### src/common/awp_defines.svh
`ifndef AWP_DEFINES_SVH
`define AWP_DEFINES_SVH

//////////////////////////////////////////////////
// Datapath geometry
//////////////////////////////////////////////////

// Quads in the cascade chain
`define AWP_NUM_QUADS       4
// Pixel and dot product width
`define AWP_PIXEL_W         16
`define AWP_WEIGHT_W        8

// Ingress word is meta over payload
`define AWP_PYLD_W          64
`define AWP_META_W          2

//////////////////////////////////////////////////
// Result buffering and flow control
//////////////////////////////////////////////////

`define AWP_FIFO_DEPTH      16
// Wide enough to hold a full FIFO worth of credits
`define AWP_CREDIT_W        5
`define AWP_WMARK_DEFAULT   16

// Meta kinds, codes 0 and 3 are dropped
`define AWP_META_CFG        2'd1
`define AWP_META_PIXEL      2'd2

`endif

### src/common/awp_pkg.sv
`default_nettype none

`include "awp_defines.svh"

package awp_pkg;

    // Ingress meta field kinds
    typedef enum logic [`AWP_META_W-1:0] {
        META_IGN0  = 2'd0,
        META_CFG   = `AWP_META_CFG,
        META_PIXEL = `AWP_META_PIXEL,
        META_IGN3  = 2'd3
    } meta_kind_e;

    // Named signed lanes so element selects stay signed
    typedef logic signed [`AWP_WEIGHT_W-1:0] weight_t;
    typedef logic signed [`AWP_PIXEL_W-1:0]  pixel_t;

    // Lane i at the low end, one per quad
    typedef weight_t [`AWP_NUM_QUADS-1:0] weight_vec_t;
    typedef pixel_t  [`AWP_NUM_QUADS-1:0] pixel_vec_t;

    // Configuration layout of the payload
    typedef struct packed {
        logic [`AWP_PYLD_W-`AWP_CREDIT_W-(`AWP_NUM_QUADS*`AWP_WEIGHT_W)-1:0] rsvd;
        // Result high watermark, bits 36 to 32
        logic [`AWP_CREDIT_W-1:0] wmark;
        weight_vec_t              weights;
    } cfg_view_t;

    // Same 64 bits, read by meta kind
    typedef union packed {
        cfg_view_t  cfg;
        pixel_vec_t pix;
    } trans_pyld_u;

endpackage

`default_nettype wire

### src/decode/trans_decode.sv
`timescale 1ns/1ns
`default_nettype none

`include "awp_defines.svh"

module trans_decode
    import awp_pkg::*;
(
    input  logic                              clk,
    input  logic                              rst,
    input  logic                              in_vld,
    output logic                              in_rdy,
    input  logic [`AWP_META_W+`AWP_PYLD_W-1:0] in_data,
    input  logic                              pop,
    output logic                              issue_vld,
    output pixel_vec_t                        issue_pixels,
    output weight_vec_t                       issue_weights
);

    localparam logic [`AWP_CREDIT_W-1:0] WMARK_RST = `AWP_WMARK_DEFAULT;
    localparam logic [`AWP_CREDIT_W-1:0] WMARK_MAX = `AWP_FIFO_DEPTH;

    meta_kind_e                meta;
    trans_pyld_u               pyld;
    logic                      accept;
    logic                      is_cfg;
    logic                      is_pixel;
    logic                      take_pixel;
    logic [`AWP_CREDIT_W-1:0]  wmark_dec;
    logic [`AWP_CREDIT_W-1:0]  wmark_q;
    logic [`AWP_CREDIT_W-1:0]  credits;
    weight_vec_t               weights_q;

    //////////////////////////////////////////////////
    // Ingress word split
    //////////////////////////////////////////////////

    // Meta rides in the top two bits
    assign meta   = meta_kind_e'(in_data[`AWP_META_W+`AWP_PYLD_W-1 -: `AWP_META_W]);
    assign pyld   = in_data[`AWP_PYLD_W-1:0];
    assign accept = in_vld && in_rdy;

    always_comb begin
        is_cfg   = 1'b0;
        is_pixel = 1'b0;
        case (meta)
            META_CFG:   is_cfg = 1'b1;
            META_PIXEL: is_pixel = 1'b1;
            // Other kinds are taken and dropped
            default: ;
        endcase
    end

    assign take_pixel = accept && is_pixel;

    // Zero or past FIFO depth means full depth
    assign wmark_dec = (pyld.cfg.wmark == '0 || pyld.cfg.wmark > WMARK_MAX) ?
                       WMARK_MAX : pyld.cfg.wmark;

    //////////////////////////////////////////////////
    // Configuration registers
    //////////////////////////////////////////////////

    always_ff @(posedge clk) begin
        if (rst) begin
            weights_q <= '0;
            wmark_q   <= WMARK_RST;
        end else if (accept && is_cfg) begin
            weights_q <= pyld.cfg.weights;
            wmark_q   <= wmark_dec;
        end
    end

    // Pixel issue, weights sampled at accept
    always_ff @(posedge clk) begin
        if (rst) begin
            issue_vld <= 1'b0;
        end else begin
            issue_vld <= take_pixel;
        end
    end

    always_ff @(posedge clk) begin
        if (take_pixel) begin
            issue_pixels  <= pyld.pix;
            issue_weights <= weights_q;
        end
    end

    //////////////////////////////////////////////////
    // Credits, in flight plus queued results
    //////////////////////////////////////////////////

    always_ff @(posedge clk) begin
        if (rst) begin
            credits <= '0;
        end else if (take_pixel && !pop) begin
            credits <= credits + 1'b1;
        end else if (!take_pixel && pop) begin
            credits <= credits - 1'b1;
        end
    end

    // Hold off ingress at the watermark
    assign in_rdy = (credits < wmark_q);

    // Egress pops only results this counter has seen
    a_credit_underflow: assert property (
        @(posedge clk) disable iff (rst) pop |-> credits != '0
    ) else $error("credit counter underflow");

    a_credit_range: assert property (
        @(posedge clk) disable iff (rst) take_pixel |=> credits <= WMARK_MAX
    ) else $error("credit counter above FIFO depth");

endmodule

`default_nettype wire

### src/execute/quad_chain.sv
`timescale 1ns/1ns
`default_nettype none

`include "awp_defines.svh"

module quad_chain
    import awp_pkg::*;
(
    input  logic                    clk,
    input  logic                    rst,
    input  logic                    issue_vld,
    input  pixel_vec_t              issue_pixels,
    input  weight_vec_t             issue_weights,
    output logic                    mac_vld,
    output logic [`AWP_PIXEL_W-1:0] mac_sum
);

    localparam int NQ = `AWP_NUM_QUADS;

    // Per stage valid and cascade sum
    logic                           vld_q [NQ];
    logic signed [`AWP_PIXEL_W-1:0] sum_q [NQ];
    // Skew copies, last stage needs none
    pixel_vec_t                     pix_q [NQ-1];
    weight_vec_t                    wgt_q [NQ-1];

    genvar gi;
    generate
        for (gi = 0; gi < NQ; gi++) begin : g_quad
            if (gi == 0) begin : g_head
                always_ff @(posedge clk) begin
                    if (rst) begin
                        vld_q[gi] <= 1'b0;
                    end else begin
                        vld_q[gi] <= issue_vld;
                    end
                end

                // Head quad starts the cascade from zero
                always_ff @(posedge clk) begin
                    sum_q[gi] <= $signed(issue_pixels[gi]) * $signed(issue_weights[gi]);
                    pix_q[gi] <= issue_pixels;
                    wgt_q[gi] <= issue_weights;
                end
            end else begin : g_body
                always_ff @(posedge clk) begin
                    if (rst) begin
                        vld_q[gi] <= 1'b0;
                    end else begin
                        vld_q[gi] <= vld_q[gi-1];
                    end
                end

                // Lane gi arrives skewed by gi cycles, aligned with upstream sum
                always_ff @(posedge clk) begin
                    sum_q[gi] <= sum_q[gi-1] +
                                 $signed(pix_q[gi-1][gi]) * $signed(wgt_q[gi-1][gi]);
                end

                if (gi < NQ-1) begin : g_skew
                    always_ff @(posedge clk) begin
                        pix_q[gi] <= pix_q[gi-1];
                        wgt_q[gi] <= wgt_q[gi-1];
                    end
                end
            end
        end
    endgenerate

    // Tail of the cascade, wraps modulo 2^16
    assign mac_vld = vld_q[NQ-1];
    assign mac_sum = sum_q[NQ-1];

    // Fixed latency, one item per stage
    a_latency_fwd: assert property (
        @(posedge clk) disable iff (rst) issue_vld |-> ##NQ mac_vld
    ) else $error("result missing after chain latency");

    a_latency_back: assert property (
        @(posedge clk) disable iff (rst) mac_vld |-> $past(issue_vld, NQ)
    ) else $error("result without matching issue");

endmodule

`default_nettype wire

### src/result/convmap_fifo.sv
`timescale 1ns/1ns
`default_nettype none

`include "awp_defines.svh"

module convmap_fifo (
    input  logic                    clk,
    input  logic                    rst,
    input  logic                    mac_vld,
    input  logic [`AWP_PIXEL_W-1:0] mac_sum,
    output logic                    out_vld,
    input  logic                    out_rdy,
    output logic [`AWP_PIXEL_W-1:0] out_data,
    output logic                    pop
);

    localparam int DEPTH = `AWP_FIFO_DEPTH;
    localparam int PTR_W = $clog2(DEPTH);

    logic [`AWP_PIXEL_W-1:0]  mem [DEPTH];
    logic [PTR_W-1:0]         wr_ptr;
    logic [PTR_W-1:0]         rd_ptr;
    logic [`AWP_CREDIT_W-1:0] count;

    //////////////////////////////////////////////////
    // Storage
    //////////////////////////////////////////////////

    // Every chain result is written, no stall path
    always_ff @(posedge clk) begin
        if (mac_vld) begin
            mem[wr_ptr] <= mac_sum;
        end
    end

    // Pointers wrap on the power of two depth
    always_ff @(posedge clk) begin
        if (rst) begin
            wr_ptr <= '0;
            rd_ptr <= '0;
        end else begin
            if (mac_vld) begin
                wr_ptr <= wr_ptr + 1'b1;
            end
            if (pop) begin
                rd_ptr <= rd_ptr + 1'b1;
            end
        end
    end

    // Occupancy
    always_ff @(posedge clk) begin
        if (rst) begin
            count <= '0;
        end else begin
            case ({mac_vld, pop})
                2'b10:   count <= count + 1'b1;
                2'b01:   count <= count - 1'b1;
                default: count <= count;
            endcase
        end
    end

    //////////////////////////////////////////////////
    // Egress side, head word shown directly
    //////////////////////////////////////////////////

    assign out_vld  = (count != '0);
    assign out_data = mem[rd_ptr];
    // Egress transfer, also returns a credit
    assign pop      = out_vld && out_rdy;

    // Upstream credits must keep the chain off a full buffer
    a_no_overflow: assert property (
        @(posedge clk) disable iff (rst) mac_vld |-> count < DEPTH
    ) else $error("result written into full FIFO");

endmodule

`default_nettype wire

### src/awp_top.sv
`timescale 1ns/1ns
`default_nettype none

`include "awp_defines.svh"

module awp_top
    import awp_pkg::*;
(
    input  logic                               clk,
    input  logic                               rst,
    // Ingress transaction words
    input  logic                               in_vld,
    output logic                               in_rdy,
    input  logic [`AWP_META_W+`AWP_PYLD_W-1:0] in_data,
    // Egress dot products
    output logic                               out_vld,
    input  logic                               out_rdy,
    output logic [`AWP_PIXEL_W-1:0]            out_data
);

    // Decode to chain
    logic                    issue_vld;
    pixel_vec_t              issue_pixels;
    weight_vec_t             issue_weights;
    // Chain to result FIFO
    logic                    mac_vld;
    logic [`AWP_PIXEL_W-1:0] mac_sum;
    // Credit return
    logic                    pop;

    trans_decode u_decode (
        .clk           (clk),
        .rst           (rst),
        .in_vld        (in_vld),
        .in_rdy        (in_rdy),
        .in_data       (in_data),
        .pop           (pop),
        .issue_vld     (issue_vld),
        .issue_pixels  (issue_pixels),
        .issue_weights (issue_weights)
    );

    quad_chain u_chain (
        .clk           (clk),
        .rst           (rst),
        .issue_vld     (issue_vld),
        .issue_pixels  (issue_pixels),
        .issue_weights (issue_weights),
        .mac_vld       (mac_vld),
        .mac_sum       (mac_sum)
    );

    convmap_fifo u_fifo (
        .clk      (clk),
        .rst      (rst),
        .mac_vld  (mac_vld),
        .mac_sum  (mac_sum),
        .out_vld  (out_vld),
        .out_rdy  (out_rdy),
        .out_data (out_data),
        .pop      (pop)
    );

endmodule

`default_nettype wire

### config.mk
export PLATFORM = sky130hd
export DESIGN_NAME = awp_top
export DESIGN_NICKNAME = d
export VERILOG_FILES = /design/src/common/awp_pkg.sv /design/src/decode/trans_decode.sv /design/src/execute/quad_chain.sv /design/src/result/convmap_fifo.sv /design/src/awp_top.sv
export VERILOG_INCLUDE_DIRS = /design/src /design/src/common
export SDC_FILE = /design/constraint.sdc
export NUM_CORES = 1
export LEC_CHECK = 0
export BUFFER_PORTS_ARGS = -buffer_cell sky130_fd_sc_hd__buf_2
export CORE_ASPECT_RATIO = 0.8
export CORE_UTILIZATION = 65
export CTS_BUF_LIST = sky130_fd_sc_hd__clkbuf_8
export DETAILED_ROUTE_END_ITERATION = 10
export GPL_TIMING_DRIVEN = 0
export MAX_ROUTING_LAYER = met4
export PLACE_DENSITY = 0.83
export SYNTH_ARGS = -nofsm -noshare
export SYNTH_HDL_FRONTEND = slang
export SYNTH_SLANG_ARGS = --single-unit
### constraint.sdc
create_clock -name clk -period 15.1 [get_ports clk]
set_clock_uncertainty 0.1 [all_clocks]
set_input_delay 0 -clock clk [delete_from_list [all_inputs] [get_ports clk]]
set_output_delay 0 -clock clk [all_outputs]
set_load 0.02 [all_outputs]
==> results.py <==
metrics = {
    "clock_network": {
        "h-tree-depth": 3,
        "cts_buffer_depth": 3,
        "cts_tree": "built",
        "cts.clk_slew.worst_paths_ns": 0.06,
        "cts_buffers": 90,
        "cts_root_buffer": "clkbuf_8",
        "clock_latency_ns": 0.71,
        "cts_num_sinks": 624,
    },
    "die": {
        "start_util_pct": 66.0,
        "fp-row-count": 72,
        "die_h_um": 200,
        "fp.dieW_um": 250,
        "core-area_um2": 48500,
        "ios": 88,
        "dieArea_um2": 50100,
    },
    "finish": {
        "fin_nets": 3205,
        "syn_to_final_growth_pct": 14.1,
        "nFillCells": 2847,
        "layout-drive-gt1-share_pct": 10.4,
    },
    "setup_path": {
        "worstReg2RegEnd": "u_chain.sum_q[3][14]",
        "rr_worst_depth": 18,
        "path_class": "flip-flop to flip-flop",
        "reg2reg_slack_ns": 9.21,
        "critPathCaptureType": "flip-flop",
        "cp.arrival_ns": 6.34,
        "critPathRequiredTime_ns": 15.55,
        "r2r-start": "u_chain.wgt_q[0][88]",
        "critPathLaunchType": "flip-flop",
        "crit_fanout": 10,
    },
    "power": {
        "p_seq_share_pct": 33.3,
        "powerDensity_nw_per_um2": 180,
        "p_clk_share_pct": 20.4,
        "total_power_w": 0.00656,
        "p_leak_nw": 15.2,
        "switching_share_pct": 37.7,
        "max-vdd-ir-drop_uv": 185,
        "p_switching_w": 0.00247,
        "internal_power_w": 0.00409,
        "p_comb_share_pct": 46.3,
    },
    "routing": {
        "viasPerCell": 5.64,
        "ant_nets": 0,
        "drc": 0,
        "drt-total-wl_um": 69900,
        "drtPass1Iterations": 6,
        "drt-initial-drc-count": 1401,
        "wire_per_inst_um": 20.6,
        "dr_total_vias": 19200,
    },
    "timing": {
        "max_freq_mhz": 170,
        "period_needed_ns": 5.89,
        "tightest_slew_ns": 1.20,
        "fin_crit_sh_pct": 39.0,
        "rsz0062_at_grt": "false",
        "setup_viol": 0,
        "hold_viol": 0,
        "relSlewSlack_pct": 20.2,
        "finalSetupTns_ns": 0,
        "maxSlewViolCount": 0,
    },
    "placed_design": {
        "port_buffers": 86,
        "place_hpwl_um": 46500,
        "gp_congestion": 0.897,
    },
    "yosys": {
        "synthCells": 2365,
        "synthTopCellsByArea": "edfxtp_1 (33%), fa_1 (18%), dfxtp_1 (17%), ha_1 (6.1%), and2_1 (4.6%)",
        "synth_largest_area_cell": "edfxtp_1",
        "synth_edf_count": 352,
        "yosys.area.top_type_share_pct": 33.0,
        "synth_most_common_cell": "edfxtp_1",
        "synthDistinctLibCells": 56,
        "syn-num-nets": 2880,
        "synth_warnings": 0,
        "synth_ff_type": "edfxtp_1",
        "syn_avg_cell_area_um2": 13.5,
        "ys_seq_area_share_pct": 50.0,
        "async_flop_share_pct": 0,
        "ys_ff_latch": 624,
        "synth_area_um2": 32000,
        "synthTopCellsByCount": "edfxtp_1 (352), inv_1 (306), fa_1 (288), dfxtp_1 (272), and2_1 (234)",
    },
    "worst_hold_path": {
        "hp-class": "primary input to flip-flop",
        "min_path_cells": 4,
        "holdPathEnd": "u_decode.weights_q[7]",
        "min-delay-start": "in_data[7]",
    },
    "global_route": {
        "grt_max_degree": 17,
        "grt_pass1_wl_um": 112000,
        "track_usage_pct": 30.3,
        "grt_overflow": 0,
        "antenna_found_initial": 1,
        "grt_pass1_vias": 21100,
    },
    "job": {
        "maxCapViolations": 0,
    },
    "run_status": {
        "outcome": "finished, final reports clean",
    },
}
## power groups by stage
stage / clock, W / combinational (W) / sequential [W]
after floorplan: 0 / 0.00223 / 0.00216
after global placement: 0 / 0.00279 / 0.00221
after detailed placement: 0 / 0.00293 / 0.00222
after CTS: 0.00134 / 0.00301 / 0.00218
after global routing: 0.00142 / 0.00340 / 0.00220
final: 0.00134 / 0.00304 / 0.00219
## registers in the layout, indices dropped and copies added (netlist names), 32 cells and up, named ones only
signal,cells
u_chain.sum_q,64
u_fifo.mem,256
u_chain.wgt_q,48
u_decode.weights_q,32
u_chain.pix_q,96
u_decode.issue_weights,32
u_decode.issue_pixels,64
## layout by cell type (no fill, tap or decap), types with 12 or more instances in the layout
cell type / count
xnor2_1: 80
nand2b_1: 17
a21o_1: 13
buf_6: 12
inv_1: 340
fa_1: 288
and2_1: 234
clkbuf_1: 38
nor2b_1: 18
ha_1: 157
buf_2: 92
edfxtp_1: 352
dlygate4sd3_1: 139
mux4_2: 41
nand2_1: 228
mux4_1: 39
xor2_1: 30
clkbuf_8: 103
o21ai_0: 15
a21oi_1: 72
dfxtp_1: 272
clkinv_2: 14
nor2_1: 68
## stage by stage
step,area (um^2),hold WS [ns],instances,utilization (%),setup slack (ns)
finish,36500,0.0493,3398,75.3,9.21
global route,36500,0.0331,3398,75.3,9.05
CTS,36500,0.00317,3397,75.3,9.21
detailed placement,33300,0.0781,3088,68.8,9.31
global placement,33200,0.0761,3080,68.5,0.621
floorplan,32000,-0.0233,2365,-,4.20
## layout make-up
class	instances	area, um^2	share of cell area (%)
well taps	629	787	2.16
inverters	307	1150	3.16
flip-flops and latches	624	16000	43.9
multi-input cells	1375	14500	39.8
clock buffers	103	1420	3.88
diodes	1	2.50	0.00685
repair buffers	233	1920	5.25
clock inverters	67	385	1.06
plain buffers	59	299	0.819
## routing by layer
metal | routed length [um] | vias up | GRT usage (%)
met1 | 27700 | 9761 | 37.7
met2 | 35600 | 763 | 50.6
met3 | 4570 | 166 | 5.12
met4 | 2080 | 0 | 10.6
li1 | - | 8490 | -
met5 | 0 | - | -
## critical path: stages, from the launching register on
cell,delay (ns)
dfxtp_1,0.61
clkbuf_1,0.48
nand2_1,0.14
fa_1,0.53
inv_1,0.05
fa_1,0.45
ha_1,0.29
inv_1,0.06
fa_1,0.49
inv_1,0.05
ha_1,0.27
ha_1,0.26
fa_1,0.48
a21o_1,0.19
a21oi_1,0.32
nor2b_1,0.12
o21a_1,0.25
and2_1,0.17
o311ai_1,0.44
## worst max-delay path by stage
stage,from,to,slack [ns],cells after the start
5_1_grt,u_chain.wgt_q[0][88],u_chain.sum_q[3][14],9.05,18
3_5_place_dp,u_chain.wgt_q[0][88],u_chain.sum_q[3][14],9.31,18
4_1_cts,u_chain.wgt_q[0][88],u_chain.sum_q[3][14],9.21,18
6_report,u_chain.wgt_q[0][88],u_chain.sum_q[3][14],9.21,18
3_3_place_gp,u_decode.credits[1],u_decode.credits[4],0.62,14
2_1_floorplan,u_decode.credits[1],u_decode.credits[4],4.20,14
## logic make-up after synthesis
| kind of cell | after synthesis | synth area share (%) |
|---|---|---|
| AOI/OAI and AO/OA | 142 | 2.77 |
| and+or+nand+nor | 596 | 9.34 |
| buffers and inverters | 366 | 4.53 |
| adders and majority gates | 445 | 24.2 |
| xor gates and xnor gates | 110 | 3.01 |
| muxes | 82 | 6.15 |
| DFF | 624 | 50.0 |
## what timing repair did
action,CTS,global route
setup buffers,0,0
hold endpoints to repair,163,0
hold buffers,139,0
gates resized for setup,0,0
Power figures use the tool's default switching activity.
